--- config.mk ---
export PLATFORM = sky130hd
export DESIGN_NAME = asg_top
export DESIGN_NICKNAME = d
export VERILOG_FILES = /design/src/design/asg_cfg_pkg.sv /design/src/design/asg_io_pkg.sv /design/src/design/asg_sequencer.sv /design/src/design/asg_table.sv /design/src/design/asg_top.sv
export SDC_FILE = /design/constraint.sdc
export NUM_CORES = 2
export LEC_CHECK = 0
export BUFFER_PORTS_ARGS = -buffer_cell sky130_fd_sc_hd__buf_2
export CAP_MARGIN = 20
export CORE_MARGIN = 3
export CORE_UTILIZATION = 52
export CTS_BUF_LIST = sky130_fd_sc_hd__clkbuf_4 sky130_fd_sc_hd__clkbuf_8 sky130_fd_sc_hd__clkbuf_16
export DETAILED_ROUTE_END_ITERATION = 16
export PLACE_DENSITY = 0.66
export SLEW_MARGIN = 20
export SYNTH_ARGS = -nofsm -noshare
export SYNTH_HDL_FRONTEND = slang
export SYNTH_HIERARCHICAL = 1
export SYNTH_SLANG_ARGS = --single-unit
--- constraint.sdc ---
create_clock -name sto -period 9.42 [get_ports sto]
set_input_delay 1.884 -clock sto [delete_from_list [all_inputs] [get_ports sto]]
set_output_delay 1.884 -clock sto [all_outputs]
set_load 0.03 [all_outputs]
--- src/design/asg_cfg_pkg.sv ---
/*
  configuration types of one generator channel
  burst counters are fixed at 32 bit period and 16 bit repetition width
  length and count fields hold the wanted value minus one
*/

package asg_cfg_pkg;

  //////////////////////////////
  // counter widths
  //////////////////////////////

  // burst period counter width
  localparam int unsigned BLW = 32;
  // burst repetition counter width
  localparam int unsigned BNW = 16;

  typedef logic [BLW-1:0] burst_len_t;
  typedef logic [BNW-1:0] burst_num_t;

  //////////////////////////////
  // burst settings
  //////////////////////////////

  // 82 bits, ben is the msb
  typedef struct packed {
    logic       ben;  // burst enable
    logic       inf;  // repeat forever
    burst_len_t bdl;  // data length - 1
    burst_len_t bln;  // period length - 1
    burst_num_t bnm;  // repetitions - 1
  } burst_cfg_t;

  //////////////////////////////
  // sequencer states
  //////////////////////////////

  typedef enum logic [1:0] {
    st_idle,  // waiting for a trigger
    st_data,  // fresh table reads
    st_hold   // burst idle part, last sample repeats
  } seq_state_t;

endpackage

--- src/design/asg_io_pkg.sv ---
/*
  external traffic types of one generator channel
  sample width fixed at 14 bits, no back-pressure on the beat
*/

package asg_io_pkg;

  //////////////////////////////
  // basic vectors
  //////////////////////////////

  // one dac sample
  typedef logic [13:0] sample_t;
  // processor word address, table uses the low bits
  typedef logic [15:0] cpu_addr_t;

  //////////////////////////////
  // processor bus
  //////////////////////////////

  // 32 bits, never both strobes at once
  typedef struct packed {
    logic      wen;
    logic      ren;
    cpu_addr_t addr;
    sample_t   wdata;
  } cpu_req_t;

  // 15 bits, ack one cycle after a strobe
  typedef struct packed {
    logic    ack;
    sample_t rdata;
  } cpu_rsp_t;

  //////////////////////////////
  // output stream
  //////////////////////////////

  // 16 bits, one beat per clock while valid
  typedef struct packed {
    logic    tvalid;
    logic    tlast;
    sample_t tdata;
  } sto_beat_t;

endpackage

--- src/design/asg_sequencer.sv ---
/*
  playback control of one channel: trigger mask, burst FSM, modulo pointer
  cfg inputs must stay stable while running, triggers ignored in a run
  first valid beat leaves 3 edges after the trigger edge
*/

`timescale 1ns/1ps

module asg_sequencer
  import asg_io_pkg::*;
  import asg_cfg_pkg::*;
#(
  parameter int unsigned TN  = 2,
  parameter int unsigned CWM = 8,
  parameter int unsigned CWF = 8
) (
  input  logic               sto,
  input  logic               ctl_rst,
  // triggers
  input  logic [TN-1:0]      trg_in,
  input  logic [TN-1:0]      cfg_trg,
  // pointer setup, fixed point CWM.CWF
  input  logic [CWM+CWF-1:0] cfg_siz,
  input  logic [CWM+CWF-1:0] cfg_stp,
  input  logic [CWM+CWF-1:0] cfg_off,
  input  burst_cfg_t         cfg_burst,
  // table read control
  output logic [CWM-1:0]     rd_addr,
  output logic               rd_addr_en,
  output logic               rd_en,
  input  sample_t            rd_data,
  // stream and events
  output sto_beat_t          sto_out,
  output logic               trg_out,
  output logic               irq_trg,
  output logic               irq_stp
);

  localparam int unsigned PW = CWM + CWF;

  seq_state_t state;

  // burst counters and their end flags
  burst_len_t cnt_bln;
  burst_num_t cnt_bnm;
  logic       end_bdl;
  logic       end_bln;
  logic       end_bnm;

  // events
  logic trg_hit;
  logic run;
  logic rpt;
  logic evt;

  // pointer, one extra bit for the sum
  logic [PW-1:0] ptr_cur;
  logic [PW:0]   ptr_nxt;
  logic [PW:0]   siz_p1;
  logic [PW:0]   ptr_wrp;
  logic          wrap;

  // delay line matching the two stage table read
  logic vld_d;
  logic lst_d;
  logic tvld_r;
  logic tlst_r;

  //////////////////////////////
  // events
  //////////////////////////////

  assign trg_hit = |(trg_in & cfg_trg);
  assign run     = (state != st_idle);

  assign end_bdl = (cnt_bln == cfg_burst.bdl);
  assign end_bln = (cnt_bln == cfg_burst.bln);
  // never ends when infinite
  assign end_bnm = ~cfg_burst.inf & (cnt_bnm == cfg_burst.bnm);

  // period restart in burst mode
  assign rpt = run & cfg_burst.ben & end_bln;
  // start while idle, restart while running
  assign evt = run ? rpt : trg_hit;

  assign irq_trg = evt;

  //////////////////////////////
  // burst FSM
  //////////////////////////////

  always_ff @(posedge sto) begin
    if (ctl_rst) begin
      state   <= st_idle;
      cnt_bln <= '0;
      cnt_bnm <= '0;
    end else begin
      unique case (state)
        st_idle: begin
          if (trg_hit) begin
            state   <= st_data;
            cnt_bln <= '0;
            cnt_bnm <= '0;
          end
        end
        st_data, st_hold: begin
          // periodic mode stays in data
          if (cfg_burst.ben) begin
            if (end_bln) begin
              state   <= end_bnm ? st_idle : st_data;
              cnt_bln <= '0;
              // repetitions only counted in finite mode
              if (!cfg_burst.inf) begin
                cnt_bnm <= cnt_bnm + burst_num_t'(1);
              end
            end else begin
              // data part over, hold the last sample
              if (end_bdl) begin
                state <= st_hold;
              end
              cnt_bln <= cnt_bln + burst_len_t'(1);
            end
          end
        end
        default: begin
          state <= st_idle;
        end
      endcase
    end
  end

  //////////////////////////////
  // read pointer
  //////////////////////////////

  assign siz_p1  = {1'b0, cfg_siz} + (PW+1)'(1);
  assign ptr_nxt = {1'b0, ptr_cur} + {1'b0, cfg_stp} + (PW+1)'(1);
  // wrap modulo table size
  assign wrap    = (ptr_nxt >= siz_p1);
  assign ptr_wrp = wrap ? ptr_nxt - siz_p1 : ptr_nxt;

  // loaded on every start, no clear needed
  always_ff @(posedge sto) begin
    if (evt) begin
      ptr_cur <= cfg_off;
    end else if (rd_addr_en) begin
      ptr_cur <= ptr_wrp[PW-1:0];
    end
  end

  assign rd_addr    = ptr_cur[CWF +: CWM];
  assign rd_addr_en = (state == st_data);

  //////////////////////////////
  // output timing
  //////////////////////////////

  always_ff @(posedge sto) begin
    if (ctl_rst) begin
      rd_en   <= 1'b0;
      vld_d   <= 1'b0;
      lst_d   <= 1'b0;
      tvld_r  <= 1'b0;
      tlst_r  <= 1'b0;
      trg_out <= 1'b0;
    end else begin
      // data stage one edge behind address stage
      rd_en   <= rd_addr_en;
      vld_d   <= run;
      // final cycle of the last repetition
      lst_d   <= rpt & end_bnm;
      tvld_r  <= vld_d;
      tlst_r  <= lst_d;
      trg_out <= evt;
    end
  end

  assign sto_out = '{tvalid: tvld_r, tlast: tlst_r, tdata: rd_data};
  // stop interrupt with the tlast beat
  assign irq_stp = tlst_r;

endmodule

--- src/design/asg_table.sv ---
/*
  sample table with 2**CWM entries, contents survive ctl_rst
  processor port writes on the strobe edge, read data one cycle later
  playback read is two registered stages with separate enables
*/

`timescale 1ns/1ps

module asg_table
  import asg_io_pkg::*;
#(
  parameter int unsigned CWM = 8
) (
  input  logic           sto,
  input  logic           ctl_rst,
  // processor bus
  input  cpu_req_t       cpu_req,
  output cpu_rsp_t       cpu_rsp,
  // playback port
  input  logic [CWM-1:0] rd_addr,
  input  logic           rd_addr_en,
  input  logic           rd_en,
  output sample_t        rd_data
);

  // table storage
  sample_t mem [0:2**CWM-1];

  // processor side
  logic [CWM-1:0] cpu_idx;
  sample_t        cpu_rdata;
  logic           cpu_ack;

  // playback side
  logic [CWM-1:0] addr_r;
  sample_t        data_r;

  //////////////////////////////
  // processor access
  //////////////////////////////

  // upper address bits ignored
  assign cpu_idx = cpu_req.addr[CWM-1:0];

  always_ff @(posedge sto) begin
    if (cpu_req.wen) begin
      mem[cpu_idx] <= cpu_req.wdata;
    end
  end

  // read-back
  always_ff @(posedge sto) begin
    if (cpu_req.ren) begin
      cpu_rdata <= mem[cpu_idx];
    end
  end

  // ack for either strobe
  always_ff @(posedge sto) begin
    if (ctl_rst) begin
      cpu_ack <= 1'b0;
    end else begin
      cpu_ack <= cpu_req.wen | cpu_req.ren;
    end
  end

  assign cpu_rsp = '{ack: cpu_ack, rdata: cpu_rdata};

  //////////////////////////////
  // playback read
  //////////////////////////////

  // stage one address, stage two data
  // data held while rd_en low, so burst idle repeats the last sample
  always_ff @(posedge sto) begin
    if (rd_addr_en) begin
      addr_r <= rd_addr;
    end
    if (rd_en) begin
      data_r <= mem[addr_r];
    end
  end

  assign rd_data = data_r;

endmodule

--- src/design/asg_top.sv ---
/*
  one generator channel: sample table plus playback sequencer
  bus and stream share sto and ctl_rst, no back-pressure on sto_out
*/

`timescale 1ns/1ps

module asg_top
  import asg_io_pkg::*;
  import asg_cfg_pkg::*;
#(
  parameter int unsigned TN  = 2,
  parameter int unsigned CWM = 8,
  parameter int unsigned CWF = 8
) (
  input  logic               sto,
  input  logic               ctl_rst,
  // processor bus
  input  cpu_req_t           cpu_req,
  output cpu_rsp_t           cpu_rsp,
  // triggers
  input  logic [TN-1:0]      trg_in,
  input  logic [TN-1:0]      cfg_trg,
  // configuration levels
  input  logic [CWM+CWF-1:0] cfg_siz,
  input  logic [CWM+CWF-1:0] cfg_stp,
  input  logic [CWM+CWF-1:0] cfg_off,
  input  burst_cfg_t         cfg_burst,
  // stream and events
  output sto_beat_t          sto_out,
  output logic               trg_out,
  output logic               irq_trg,
  output logic               irq_stp
);

  // sequencer to table
  logic [CWM-1:0] rd_addr;
  logic           rd_addr_en;
  logic           rd_en;
  sample_t        rd_data;

  //////////////////////////////
  // table
  //////////////////////////////

  asg_table #(
    .CWM (CWM)
  ) asg_table_inst (
    .sto        (sto),
    .ctl_rst    (ctl_rst),
    .cpu_req    (cpu_req),
    .cpu_rsp    (cpu_rsp),
    .rd_addr    (rd_addr),
    .rd_addr_en (rd_addr_en),
    .rd_en      (rd_en),
    .rd_data    (rd_data)
  );

  //////////////////////////////
  // sequencer
  //////////////////////////////

  asg_sequencer #(
    .TN  (TN),
    .CWM (CWM),
    .CWF (CWF)
  ) asg_sequencer_inst (
    .sto        (sto),
    .ctl_rst    (ctl_rst),
    .trg_in     (trg_in),
    .cfg_trg    (cfg_trg),
    .cfg_siz    (cfg_siz),
    .cfg_stp    (cfg_stp),
    .cfg_off    (cfg_off),
    .cfg_burst  (cfg_burst),
    .rd_addr    (rd_addr),
    .rd_addr_en (rd_addr_en),
    .rd_en      (rd_en),
    .rd_data    (rd_data),
    .sto_out    (sto_out),
    .trg_out    (trg_out),
    .irq_trg    (irq_trg),
    .irq_stp    (irq_stp)
  );

endmodule

==> metrics <==
status completed; top cell type's share of synthesized area about 63%; final core utilization 58.6%; 1st-iter DRT viols ~17,000; synthesized area 174,000 µm²; design area just under 200,000 µm²; Final Max Tran Viols 0; Synth area leader edfxtp_1; pwr dens 220 nW/µm²; via count 104,000; crit-path most repeated cell buf_2; Most used DFF post-synth edfxtp_1; critical path fanouts, max 32; CTS Sinks 3,693; Post-Route WL 603,000 µm; initial antenna violation count 61; Cells after Synth 8,962; most numerous cell in the Yosys netlist edfxtp_1; static leakage 61.7 nW; CP max stage cell o31a_2; RSZ-0062 raised after global routing no; Total GRT Usage 35.3%; CTS buffer count 390; VDD IR max about 0.22 mV; delay of the slowest critical-path stage 0.46 ns; CP Class in2out; worst hold path depth 1; final setup fails 0; maxcap violations 0; vias in the first global route 102,000; Setup TNS Final 0 ns; kind of cell adding the most delay to the critical path buffers and inverters; post-synth net total 9,171; worst r2r path cells 10; Avg WL per Cell 43.0 µm; async set-reset flop share out of synthesis 0%; pin count of the biggest net entering global routing ~150; global-route wire length before repair roughly 830,000 µm; # rows 211; full die area 341,000 µm²; CP Depth 8; relative slew slack 10.1%; global route overflow 0; I/O pin cnt between 200 and 250; # resized after CTS 0; Post-CTS Setup Bufs 0; clock skew 0.0561 ns; placed insts 13,300; area delta synth->final 11.7%; Worst Path Arrival 4.11 ns; Final ANT Viol Nets 0; TritonCTS clock tree done; layout cells sized above 1 34.8%; Initial Utilization a little over half; Crit path buffers/inverters 4; sequential share of the synthesized area 63.5%; Final nets 9,515; synth warn 6; Worst Tran Pin Value approximately 1.3 ns; IO Port Bufs 193; dpl hpwl 389,000 µm; vias per inst 7.43; fmax 167 MHz; Layout Cells excl Fill 14,000; Final Hold Viols 0; syn_area_per_cell 19.4 µm²; Worst Path Required 7.54 ns; HP Class reg2reg; CTS Hold Bufs 0; Clock Pin Slew Worst Setup and Hold Paths 0.06 ns; Synth area leaders edfxtp_1 63%, mux4_2 23%, mux2i_1 3.3%; r2r setup slk 4.04 ns; Clk Latency, worst-skew pair 0.99 ns; CP endpoint kind output pin; unique cell type count in the Yosys netlist 83; CP cell instances buf_2 -> xor2_1 -> nor4_1 -> nand4_1 -> o31a_2 -> buf_4 -> inv_2 -> buf_2; Tmin final 5.99 ns; chip height 584 µm; drt drc 0; First-pass DRT Iterations 8; Area after DPL 181,000 µm²; crit path launch type input port; final estimated routing congestion in global placement 1.01; htree depth 5; final period utilization ~64%; synth cell count leaders 3,636 x edfxtp_1, 1,773 x mux4_2, 567 x mux2i_1, 364 x nor2_1, 298 x clkbuf_1; die width approximately 580 µm; clock root buffer clkbuf_16; Clock Path Buffers 4; Core Region approximately 330,000 µm²; Post-synth EDFFs 3,636; Seq cells post-synth between 3,000 and 4,000
-- registers in the layout, indices dropped and copies added, names as in the netlist --
name	count
asg_sequencer_inst/rd_en	1
asg_table_inst/addr_r	8
asg_sequencer_inst/state	2
asg_sequencer_inst/tvld_r	1
asg_sequencer_inst/ptr_cur	16
asg_table_inst/cpu_ack	1
asg_table_inst/rd_data	14
asg_sequencer_inst/lst_d	1
asg_sequencer_inst/cnt_bln	32
asg_table_inst/mem	3584
asg_sequencer_inst/irq_stp	1
asg_sequencer_inst/vld_d	1
asg_table_inst/cpu_rdata	14
asg_sequencer_inst/cnt_bnm	16
asg_sequencer_inst/trg_out	1
-- power breakdown --
part / switching, mW / leakage (nW) / internal, mW
sequential: 0.0945 / 33.2 / 18.2
clock: 6.66 / 6.18 / 8.62
combinational: 5.69 / 22.3 / 3.44
-- worst register-to-register path, stage by stage, from the launching register on --
cell      delay (ns)
edfxtp_1        0.32
buf_4           0.35
buf_12          0.55
buf_12          0.72
mux4_2          0.56
mux4_2          0.51
nor2b_1         0.26
or4_1           0.57
nor3_1          0.82
nor4_2          0.20
clkbuf_4        0.26
-- cells by family (layout without fill, tap and decap cells) --
| kind of cell | Yosys count | after routing | synth area share (%) |
|---|---|---|---|
| simple gates | 975 | 975 | 2.70 |
| flops | 3693 | 3693 | 63.5 |
| other cells | 0 | 42 | 0 |
| mux | 2391 | 2391 | 26.6 |
| buf+inv | 762 | 1415 | 2.28 |
| fa+ha+maj | 41 | 41 | 0.304 |
| xor+xnor | 131 | 131 | 0.660 |
| compound gates | 969 | 969 | 4.00 |
-- metal layers --
layer	up-vias	GRT usage, %	part of all wire [%]
li1	39600	-	-
met1	55100	46.4	35
met2	7810	50.9	44
met3	1687	11.4	13
met4	28	23.0	7.9
met5	-	0	0.032
-- through the flow --
step	power (mW)	hold slack (ns)	setup slack (ns)
after floorplan	24.2	0.414	3.56
after global placement	27.4	0.432	2.79
after detailed placement	27.5	0.450	2.80
after CTS	42.4	0.451	3.42
after global routing	43.6	0.469	3.30
final	42.7	0.448	3.43
-- path summary, 6_finish.rpt --
kind	startpoint	to
max	cfg_burst[44]	irq_trg
max reg2reg	asg_table_inst/addr_r[1]$_DFFE_PP_	asg_table_inst/rd_data[12]$_DFFE_PP_
min reg2reg	asg_sequencer_inst/lst_d$_SDFF_PP0_	asg_sequencer_inst/irq_stp$_SDFF_PP0_
min	asg_sequencer_inst/lst_d$_SDFF_PP0_	asg_sequencer_inst/irq_stp$_SDFF_PP0_
-- layout make-up --
type / count / area [µm²]
diodes: 42 / 105
clock buffers: 486 / 10600
clock inverters: 215 / 1820
fillers: 24200 / 137000
inverters: 28 / 123
multi-input cells: 4507 / 60400
flip-flops and latches: 3693 / 110000
well taps: 4366 / 5460
repair buffers: 686 / 5350
-- layout by cell type, fill, tap and decap left out, drive strengths merged, types with 53 or more instances in the layout --
master,n
nor4,62
nand2,163
a221oi,61
clkinv,172
nand3,53
o221ai,176
a21oi,192
mux2i,567
clkbuf,506
o22ai,116
nor3,107
xor2,80
buf,666
nor2,364
edfxtp,3636
dfxtp,57
a22oi,159
o21ai,55
mux4,1773
Power figures use the tool's default switching activity.
